**src/hw/vgc_timing_pkg.sv**
```systemverilog
`default_nettype none

package vgc_timing_pkg;

    // Active window in beam coordinates, end values are one past the last
    localparam logic [9:0] H_ACTIVE_START = 10'd32;
    localparam logic [9:0] H_ACTIVE_END   = 10'd672;
    localparam logic [8:0] V_ACTIVE_START = 9'd32;
    localparam logic [8:0] V_ACTIVE_END   = 9'd232;

    // Vertical-blank interrupt line
    localparam logic [8:0] V_BLANK_LINE = 9'd199;

    // h_count values per line, 0 to 911
    localparam logic [9:0] H_TOTAL = 10'd912;

    // A fetch is decided this many cycles before its address is on the bus
    localparam logic [9:0] FETCH_LEAD = 10'd2;

    // SCB address shows on video_addr on this h_count
    localparam logic [9:0] H_SCB_FETCH = 10'd905;

    // Palette bytes per line and bytes per stored palette
    localparam logic [5:0] PALETTE_BYTES  = 6'd32;
    localparam logic [5:0] PALETTE_STRIDE = 6'd32;

    // SHR memory map
    localparam logic [22:0] SCB_BASE     = 23'h19D00;
    localparam logic [22:0] PALETTE_BASE = 23'h19E00;
    localparam logic [22:0] PIXEL_BASE   = 23'h12000;
    localparam logic [7:0]  LINE_BYTES   = 8'd160;

    typedef enum logic [1:0] {
        IDLE,
        SCB,
        PALETTE,
        PIXEL
    } fetch_phase_e;

    // One fetch request, valid the cycle before its address appears
    typedef struct packed {
        fetch_phase_e phase;
        // Palette byte 0-31 or pixel byte 0-159
        logic [7:0]   step;
        // Index of the line the fetch is for
        logic [7:0]   line;
    } seq_cmd_t;

endpackage

`default_nettype wire

```
**src/hw/vgc_color_pkg.sv**
```systemverilog
`default_nettype none

package vgc_color_pkg;

    // Scanline control byte
    typedef struct packed {
        logic       mode_640;
        logic       irq_en;
        logic       fill_en;
        logic       reserved;
        logic [3:0] palette_sel;
    } scb_t;

    // Pixel byte, read as nibbles in 320 mode or crumbs in 640 mode
    // Highest index is the leftmost pixel in both views
    typedef union packed {
        logic [1:0][3:0] nibble;
        logic [3:0][1:0] crumb;
    } pixel_byte_u;

    typedef struct packed {
        logic [3:0] r;
        logic [3:0] g;
        logic [3:0] b;
    } rgb12_t;

    typedef struct packed {
        logic [7:0] r;
        logic [7:0] g;
        logic [7:0] b;
    } rgb24_t;

    // Standard IIgs colors, used for the border
    localparam rgb12_t BORDER_PALETTE [0:15] = '{
        12'h000,
        12'hd03,
        12'h009,
        12'hd2d,
        12'h072,
        12'h555,
        12'h22f,
        12'h6af,
        // Brown, orange, light gray, pink
        12'h850,
        12'hf60,
        12'haaa,
        12'hf98,
        // Light green, yellow, aqua, white
        12'h1d0,
        12'hff0,
        12'h4f9,
        12'hfff
    };

endpackage

`default_nettype wire

```
**src/hw/shr_line_sequencer.sv**
```systemverilog
`default_nettype none

module shr_line_sequencer
    import vgc_timing_pkg::*;
(
    input  wire logic       clk_vid,
    input  wire logic       reset,
    input  wire logic       ce_pix,
    input  wire logic [9:0] h_count,
    input  wire logic [8:0] v_count,
    output seq_cmd_t        seq_cmd,
    input  wire logic       scb_irq_en,
    output logic            scanline_irq
);

    seq_cmd_t   next_cmd;
    logic       cur_active;
    logic       next_active;
    logic [7:0] cur_line;
    logic [7:0] next_line;
    logic [9:0] pix_offset;
    logic       pix_slot;
    // Shift of the SCB request, stage 1 marks the cycle after the latch
    logic [1:0] scb_stage;

    assign cur_active  = (v_count >= V_ACTIVE_START) && (v_count < V_ACTIVE_END);
    assign next_active = (v_count >= V_ACTIVE_START - 9'd1) && (v_count < V_ACTIVE_END - 9'd1);
    assign cur_line    = 8'(v_count - V_ACTIVE_START);
    assign next_line   = 8'(v_count - V_ACTIVE_START + 9'd1);

    // Pixel byte j is decided at h_count 29 + 4j, so its address lands on 31 + 4j
    assign pix_offset = h_count - (H_ACTIVE_START - FETCH_LEAD - 10'd1);
    assign pix_slot   = (h_count >= H_ACTIVE_START - FETCH_LEAD - 10'd1)
                        && (pix_offset[1:0] == 2'd0)
                        && (pix_offset[9:2] < LINE_BYTES);

    always_comb begin
        next_cmd       = seq_cmd;
        next_cmd.phase = IDLE;
        // Palette runs as one burst of 32 steps and may cross the line wrap
        if (seq_cmd.phase == PALETTE && seq_cmd.step != 8'(PALETTE_BYTES - 6'd1)) begin
            next_cmd.phase = PALETTE;
            next_cmd.step  = seq_cmd.step + 8'd1;
        end else if (h_count == H_SCB_FETCH - FETCH_LEAD && next_active) begin
            next_cmd = '{phase: SCB, step: 8'd0, line: next_line};
        end else if (h_count == H_TOTAL - FETCH_LEAD - 10'd1 && next_active) begin
            // Burst starts one slot early, its last byte clears the first pixel fetch
            next_cmd = '{phase: PALETTE, step: 8'd0, line: next_line};
        end else if (pix_slot && cur_active) begin
            next_cmd = '{phase: PIXEL, step: pix_offset[9:2], line: cur_line};
        end
    end

    always_ff @(posedge clk_vid) begin
        if (reset) begin
            seq_cmd   <= '{phase: IDLE, step: 8'd0, line: 8'd0};
            scb_stage <= 2'b00;
        end else if (ce_pix) begin
            seq_cmd   <= next_cmd;
            scb_stage <= {scb_stage[0], seq_cmd.phase == SCB};
        end
    end

    // New SCB is held by the decoder from the cycle after its fetch
    assign scanline_irq = scb_stage[1] && scb_irq_en;

endmodule

`default_nettype wire

```
**src/hw/shr_fetch_addr_counter.sv**
```systemverilog
`default_nettype none

module shr_fetch_addr_counter
    import vgc_timing_pkg::*;
(
    input  wire logic       clk_vid,
    input  wire logic       reset,
    input  wire logic       ce_pix,
    input  wire seq_cmd_t   seq_cmd,
    input  wire logic [3:0] palette_sel,
    output logic [22:0]     video_addr
);

    logic [22:0] line_ext;
    logic [22:0] palette_start;
    logic [22:0] pixel_start;
    logic        first_step;

    assign line_ext   = 23'(seq_cmd.line);
    assign first_step = (seq_cmd.step == 8'd0);

    // Palettes sit back to back, one stride each
    assign palette_start = PALETTE_BASE + (23'(palette_sel) << $clog2(PALETTE_STRIDE));

    // Line base times 160 as 128 + 32
    assign pixel_start = PIXEL_BASE + (line_ext << 7) + (line_ext << 5);

    always_ff @(posedge clk_vid) begin
        if (reset) begin
            video_addr <= 23'd0;
        end else if (ce_pix) begin
            case (seq_cmd.phase)
                SCB: begin
                    video_addr <= SCB_BASE + line_ext;
                end
                PALETTE: begin
                    if (first_step) begin
                        video_addr <= palette_start;
                    end else begin
                        video_addr <= video_addr + 23'd1;
                    end
                end
                PIXEL: begin
                    // Later bytes follow on from the previous address
                    if (first_step) begin
                        video_addr <= pixel_start;
                    end else begin
                        video_addr <= video_addr + 23'd1;
                    end
                end
                default: begin
                    // Hold the last address between fetches
                    video_addr <= video_addr;
                end
            endcase
        end
    end

endmodule

`default_nettype wire

```
**src/hw/shr_palette_ram.sv**
```systemverilog
`default_nettype none

module shr_palette_ram
    import vgc_timing_pkg::*;
    import vgc_color_pkg::*;
(
    input  wire logic       clk_vid,
    input  wire logic       reset,
    input  wire logic       ce_pix,
    input  wire seq_cmd_t   seq_cmd,
    input  wire logic [7:0] video_data,
    input  wire logic [3:0] pal_index,
    output rgb12_t          pal_color
);

    rgb12_t   entries [0:15];
    // Request of the previous cycle, tells which byte is on video_data now
    seq_cmd_t data_cmd;

    always_ff @(posedge clk_vid) begin
        if (reset) begin
            data_cmd <= '{phase: IDLE, step: 8'd0, line: 8'd0};
            for (int i = 0; i < 16; i++) begin
                entries[i] <= '0;
            end
        end else if (ce_pix) begin
            data_cmd <= seq_cmd;
            if (data_cmd.phase == PALETTE) begin
                // Even byte carries green and blue, odd byte carries red
                if (!data_cmd.step[0]) begin
                    entries[data_cmd.step[4:1]].g <= video_data[7:4];
                    entries[data_cmd.step[4:1]].b <= video_data[3:0];
                end else begin
                    entries[data_cmd.step[4:1]].r <= video_data[3:0];
                end
            end
        end
    end

    assign pal_color = entries[pal_index];

endmodule

`default_nettype wire

```
**src/hw/shr_pixel_decoder.sv**
```systemverilog
`default_nettype none

module shr_pixel_decoder
    import vgc_timing_pkg::*;
    import vgc_color_pkg::*;
(
    input  wire logic       clk_vid,
    input  wire logic       reset,
    input  wire logic       ce_pix,
    input  wire seq_cmd_t   seq_cmd,
    input  wire logic [7:0] video_data,
    output logic [3:0]      palette_sel,
    output logic            scb_irq_en,
    output logic [3:0]      pal_index
);

    seq_cmd_t    data_cmd;
    scb_t        scb;
    pixel_byte_u pix_byte;
    // Position within the current byte, 0 on the first pixel
    logic [1:0]  pos;
    // Last nonzero nibble seen on this line, for fill mode
    logic [3:0]  last_nz;
    logic [3:0]  nibble;

    assign palette_sel = scb.palette_sel;
    assign scb_irq_en  = scb.irq_en;

    always_comb begin
        // Positions 0 and 1 take the high nibble, 2 and 3 the low one
        nibble = pix_byte.nibble[~pos[1]];
        if (scb.mode_640) begin
            // Crumb m maps to 8+c, 12+c, c, 4+c
            pal_index = {~pos[1], pos[0], pix_byte.crumb[~pos]};
        end else if (scb.fill_en && nibble == 4'd0) begin
            pal_index = last_nz;
        end else begin
            pal_index = nibble;
        end
    end

    always_ff @(posedge clk_vid) begin
        if (reset) begin
            data_cmd <= '{phase: IDLE, step: 8'd0, line: 8'd0};
            scb      <= '0;
            pos      <= 2'd0;
            last_nz  <= 4'd0;
        end else if (ce_pix) begin
            data_cmd <= seq_cmd;
            if (data_cmd.phase == SCB) begin
                scb <= video_data;
            end
            // Restart the position count with each new byte
            if (data_cmd.phase == PIXEL) begin
                pos <= 2'd0;
            end else begin
                pos <= pos + 2'd1;
            end
            // Fill memory starts clear on every line
            if (data_cmd.phase == PIXEL && data_cmd.step == 8'd0) begin
                last_nz <= 4'd0;
            end else if (nibble != 4'd0) begin
                last_nz <= nibble;
            end
        end
    end

    // Pixel byte, loaded from the bus in the cycle its address was shown
    always_ff @(posedge clk_vid) begin
        if (ce_pix && data_cmd.phase == PIXEL) begin
            pix_byte <= video_data;
        end
    end

endmodule

`default_nettype wire

```
**src/hw/shr_video_output.sv**
```systemverilog
`default_nettype none

module shr_video_output
    import vgc_timing_pkg::*;
    import vgc_color_pkg::*;
(
    input  wire logic       clk_vid,
    input  wire logic       reset,
    input  wire logic       ce_pix,
    input  wire logic [9:0] h_count,
    input  wire logic [8:0] v_count,
    input  wire logic [3:0] border_color,
    input  wire rgb12_t     pal_color,
    output rgb24_t          rgb,
    output logic            vbl_irq
);

    logic   in_window;
    rgb12_t color;
    logic   v_blank;
    // Blank state of the previous cycle
    logic   v_blank_d;

    // 4-bit channels fill the full 8-bit range by repeating the nibble
    function automatic rgb24_t double_nibbles(rgb12_t c);
        return '{r: {c.r, c.r}, g: {c.g, c.g}, b: {c.b, c.b}};
    endfunction

    assign in_window = (h_count >= H_ACTIVE_START) && (h_count < H_ACTIVE_END)
                       && (v_count >= V_ACTIVE_START) && (v_count < V_ACTIVE_END);

    assign color = in_window ? pal_color : BORDER_PALETTE[border_color];

    // Beam position shows on rgb one cycle later
    always_ff @(posedge clk_vid) begin
        if (reset) begin
            rgb <= '0;
        end else if (ce_pix) begin
            rgb <= double_nibbles(color);
        end
    end

    assign v_blank = (v_count >= V_BLANK_LINE);

    // Starts set so no pulse fires until a line above the blank is seen
    always_ff @(posedge clk_vid) begin
        if (reset) begin
            v_blank_d <= 1'b1;
        end else if (ce_pix) begin
            v_blank_d <= v_blank;
        end
    end

    // Single pulse on entry to the blank region
    assign vbl_irq = v_blank && !v_blank_d;

endmodule

`default_nettype wire

```
**src/hw/vgc_shr_top.sv**
```systemverilog
`default_nettype none

module vgc_shr_top
    import vgc_timing_pkg::*;
    import vgc_color_pkg::*;
(
    input  wire logic        clk_vid,
    input  wire logic        reset,
    input  wire logic        ce_pix,
    input  wire logic [9:0]  h_count,
    input  wire logic [8:0]  v_count,
    input  wire logic [3:0]  border_color,
    input  wire logic [7:0]  video_data,
    output logic      [22:0] video_addr,
    output rgb24_t           rgb,
    output logic             scanline_irq,
    output logic             vbl_irq
);

    seq_cmd_t   seq_cmd;
    logic [3:0] palette_sel;
    logic       scb_irq_en;
    logic [3:0] pal_index;
    rgb12_t     pal_color;

    // Beam position to fetch requests and scanline interrupt
    shr_line_sequencer u_sequencer (
        .clk_vid      (clk_vid),
        .reset        (reset),
        .ce_pix       (ce_pix),
        .h_count      (h_count),
        .v_count      (v_count),
        .seq_cmd      (seq_cmd),
        .scb_irq_en   (scb_irq_en),
        .scanline_irq (scanline_irq)
    );

    shr_fetch_addr_counter u_addr_counter (
        .clk_vid     (clk_vid),
        .reset       (reset),
        .ce_pix      (ce_pix),
        .seq_cmd     (seq_cmd),
        .palette_sel (palette_sel),
        .video_addr  (video_addr)
    );

    shr_palette_ram u_palette (
        .clk_vid    (clk_vid),
        .reset      (reset),
        .ce_pix     (ce_pix),
        .seq_cmd    (seq_cmd),
        .video_data (video_data),
        .pal_index  (pal_index),
        .pal_color  (pal_color)
    );

    // Holds the SCB, so all mode decisions live here
    shr_pixel_decoder u_decoder (
        .clk_vid     (clk_vid),
        .reset       (reset),
        .ce_pix      (ce_pix),
        .seq_cmd     (seq_cmd),
        .video_data  (video_data),
        .palette_sel (palette_sel),
        .scb_irq_en  (scb_irq_en),
        .pal_index   (pal_index)
    );

    shr_video_output u_output (
        .clk_vid      (clk_vid),
        .reset        (reset),
        .ce_pix       (ce_pix),
        .h_count      (h_count),
        .v_count      (v_count),
        .border_color (border_color),
        .pal_color    (pal_color),
        .rgb          (rgb),
        .vbl_irq      (vbl_irq)
    );

endmodule

`default_nettype wire

```
**config.mk**
```make
export PLATFORM = sky130hd
export DESIGN_NAME = vgc_shr_top
export DESIGN_NICKNAME = d
export VERILOG_FILES = /design/src/hw/vgc_timing_pkg.sv /design/src/hw/vgc_color_pkg.sv /design/src/hw/shr_line_sequencer.sv /design/src/hw/shr_fetch_addr_counter.sv /design/src/hw/shr_palette_ram.sv /design/src/hw/shr_pixel_decoder.sv /design/src/hw/shr_video_output.sv /design/src/hw/vgc_shr_top.sv
export SDC_FILE = /design/constraint.sdc
export NUM_CORES = 1
export LEC_CHECK = 0
export CORE_AREA = 3 3 149 151
export CTS_BUF_LIST = sky130_fd_sc_hd__clkbuf_8
export CTS_CLUSTER_DIAMETER = 50
export CTS_CLUSTER_SIZE = 24
export DETAILED_ROUTE_END_ITERATION = 16
export DIE_AREA = 0 0 152 154
export DONT_BUFFER_PORTS = 1
export PLACE_DENSITY = 0.86
export SETUP_SLACK_MARGIN = 0.4
export SYNTH_ARGS = -nofsm -noshare
export SYNTH_HDL_FRONTEND = slang
export SYNTH_SLANG_ARGS = --single-unit
```
**constraint.sdc**
```tcl
create_clock -name clk_vid -period 6.55 [get_ports clk_vid]
set_input_delay 0.655 -clock clk_vid [delete_from_list [all_inputs] [get_ports clk_vid]]
set_output_delay 0.655 -clock clk_vid [all_outputs]
set_load 0.02 [all_outputs]
```
==> run metrics <==
routed vias/inst=6.49; Post-Syn Instances=1433; final hold violation count=0; Core Area=21000 um2; commonest non-fill, non-tap cell in the layout=and2_1; unrepaired setup endpoints after global routing=false; Post-synth EDFFs=200; H-tree Lvls=1; Comb pwr share=7.6%; sequential-to-total area share from yosys stat=51.7%; Slew Limit Fails=0; largest buffer count on any clock path=3; routed wire length=35400 um; CP startpoint kind=flop; Cell Area, Synth=14700 um2; GRT Overall Usage=29.9%; setup violators final=0; Layout area overhead=3.91%; # port buffers=0; Post-CTS Resized=0; dpl cells=1618; Fin Setup TNS=0 ns; post-synthesis cell type count=72; Synth Area per Inst=10.2 um2; yosys warns=0; crit path kind=flop to flop; Die X=152 um; ys flop type=edfxtp_1; DRC Markers=0; full die area=23400 um2; via count=10.8k; crit-path max FO=62; GPL Wtd Cong=0.914; Critical Path Max Stage Delay=0.60 ns; Seq pwr share=57.2%; vias in the first global route=10.5k; total gr overflow=0; wire per inst=21.2 um; first-pass GRT wire length=56800 um; 1st-pass router iterations=6; initial core utilization=70.0%; Worst IR Drop VDD=0.000207 V; Syn Nets=1492; Slowest cell on crit path=dfxtp_1; Area after DPL=14600 um2; cts hold-fix bufs=0; worst slew pin tran=0.971 ns; Pwr per Cell Area=231 nW/um2; CTS root buf=clkbuf_8; initial antenna violation count=0; Die Ht=154 um; fin nets=1431; Max Cap Viol=0; fraction of final layout cells sized beyond drive strength 1=8.61%; top cells by area, synth=edfxtp_1, dfxtp_1, and2_1; largest net degree at the start of global routing=106; n_diodes=0; multi-input logic area=6530 um2; Hold WC Path Type=input port to flop; status=completed; sw frac=25.7%; clock power share=35.2%; fill count=1495; most frequent cells in the layout=and2_1, edfxtp_1, nor2_1; Max-slew headroom=34.9%; crit-path cells=mux2i_2 -> o211ai_1 -> a21oi_4 -> buf_4 -> mux2i_1 -> a2111oi_0 -> a221oi_1 -> a211oi_1; clock latency at the later pin of the worst-skew pair=0.60 ns; CTS buffer count=27; post-CTS setup buffer count=0; leakage power=5.60 nW; CTS tree=yes; Starting DRT DRC Count=1285; clock skew=0.0162 ns; Int Power=2.61 mW; Finished Cell Area=15200 um2; Critical Path Sink Type=flop; CTS Sinks=279; share of the synthesized area in the top cell type=40.9%; Fmax achieved=289 MHz; Async S/R FF share, synth=0%; Critical Path RT=7.01 ns; post-route insts no fill=1668; Yosys reg bits=279; hold_ws=0.124 ns; Final Cycle Share=52.9%; area leader, netlist=edfxtp_1; Total Power=3.51 mW; CP arrival=3.92 ns; Ports=83; row cnt=53; Routed Antenna Nets=0; CTS clk-pin slew, worst paths=0.10 ns; register area=7590 um2; final worst path period need=3.46 ns; Final HPWL DP=23700 um; NetSw=904 uW
layer usage:
layer,GRT usage [%],part of all wire (%),routed length [um]
met1,41.3,40,14000
met2,49.5,49,17200
met3,5.43,9.6,3400
met4,7.96,2.2,795
met5,0,0,0
power by group through the flow:
stage / clock network [mW] / registers (mW) / logic, mW
2_1_floorplan: 0 / 2.02 / 0.248
3_3_place_gp: 0 / 2.05 / 0.254
3_5_place_dp: 0 / 2.05 / 0.262
4_1_cts: 1.24 / 2.01 / 0.263
5_1_grt: 1.32 / 2.02 / 0.293
6_report: 1.24 / 2.01 / 0.266
Yosys cell counts, drive strengths merged, types with 31 or more instances:
cell type  instances
and2             207
edfxtp           200
nor2             148
nand2            104
dfxtp             79
clkbuf            63
a21oi             59
o21ai             58
mux2i             54
a211oi            41
buf               34
or2               34
nor3              32
nand3             31
logic make-up (layout without fill, tap and decap cells):
logic type / count (synthesis) / in the layout / share of synthesized area [%]
AOI/OAI and AO/OA: 258 / 258 / 11.7
buffers and inverters: 118 / 78 / 3.86
xor gates and xnor gates: 31 / 31 / 1.85
muxes: 78 / 78 / 5.55
DFF: 279 / 279 / 51.7
and+or+nand+nor: 644 / 644 / 23.2
adders and majority gates: 25 / 25 / 2.18
worst max-delay path, delay by kind of cell, from the launching register on:
kind	cells	cell delay (ns)
flops	1	0.60
compound gates	5	1.24
buf+inv	1	0.59
mux	2	0.89
final cells by class:
class / instances / area share (%)
multi-input cells: 1036 / 42.9
flip-flops and latches: 279 / 49.8
well taps: 275 / 2.26
clock buffers: 29 / 2.62
repair buffers: 7 / 0.345
clock inverters: 21 / 1.61
inverters: 21 / 0.517
per-stage QoR:
stage	setup slack, ns	util (%)
after floorplan	3.96	-
after global placement	3.32	69.7
after detailed placement	3.22	69.7
after CTS	3.16	72.7
after global routing	2.88	72.7
final	3.09	72.7
path summary, 6_finish.rpt:
| path | from | to | slack, ns | cells past startpoint |
|---|---|---|---|---|
| setup / recovery | u_decoder.pos[1] | u_output.rgb[19] | 3.09 | 8 |
| hold / removal | reset | u_addr_counter.video_addr[12] | 0.12 | 1 |
| setup reg to reg | u_decoder.pos[1] | u_output.rgb[19] | 3.09 | 8 |
| hold reg to reg | u_output.v_blank_d | u_output.v_blank_d | 0.50 | 1 |
flip-flops by register name, indices dropped and copies added (netlist names):
register                   flops
u_addr_counter.video_addr     23
u_decoder.last_nz              4
u_decoder.palette_sel          4
u_decoder.pix_byte             8
u_decoder.pos                  2
u_decoder.scb                  2
u_decoder.scb_irq_en           1
u_output.rgb                  12
u_output.v_blank_d             1
u_palette.data_cmd            10
u_palette.entries            192
u_sequencer.scb_stage          2
u_sequencer.seq_cmd           18
No activity file was read; power rests on OpenSTA's default activity.
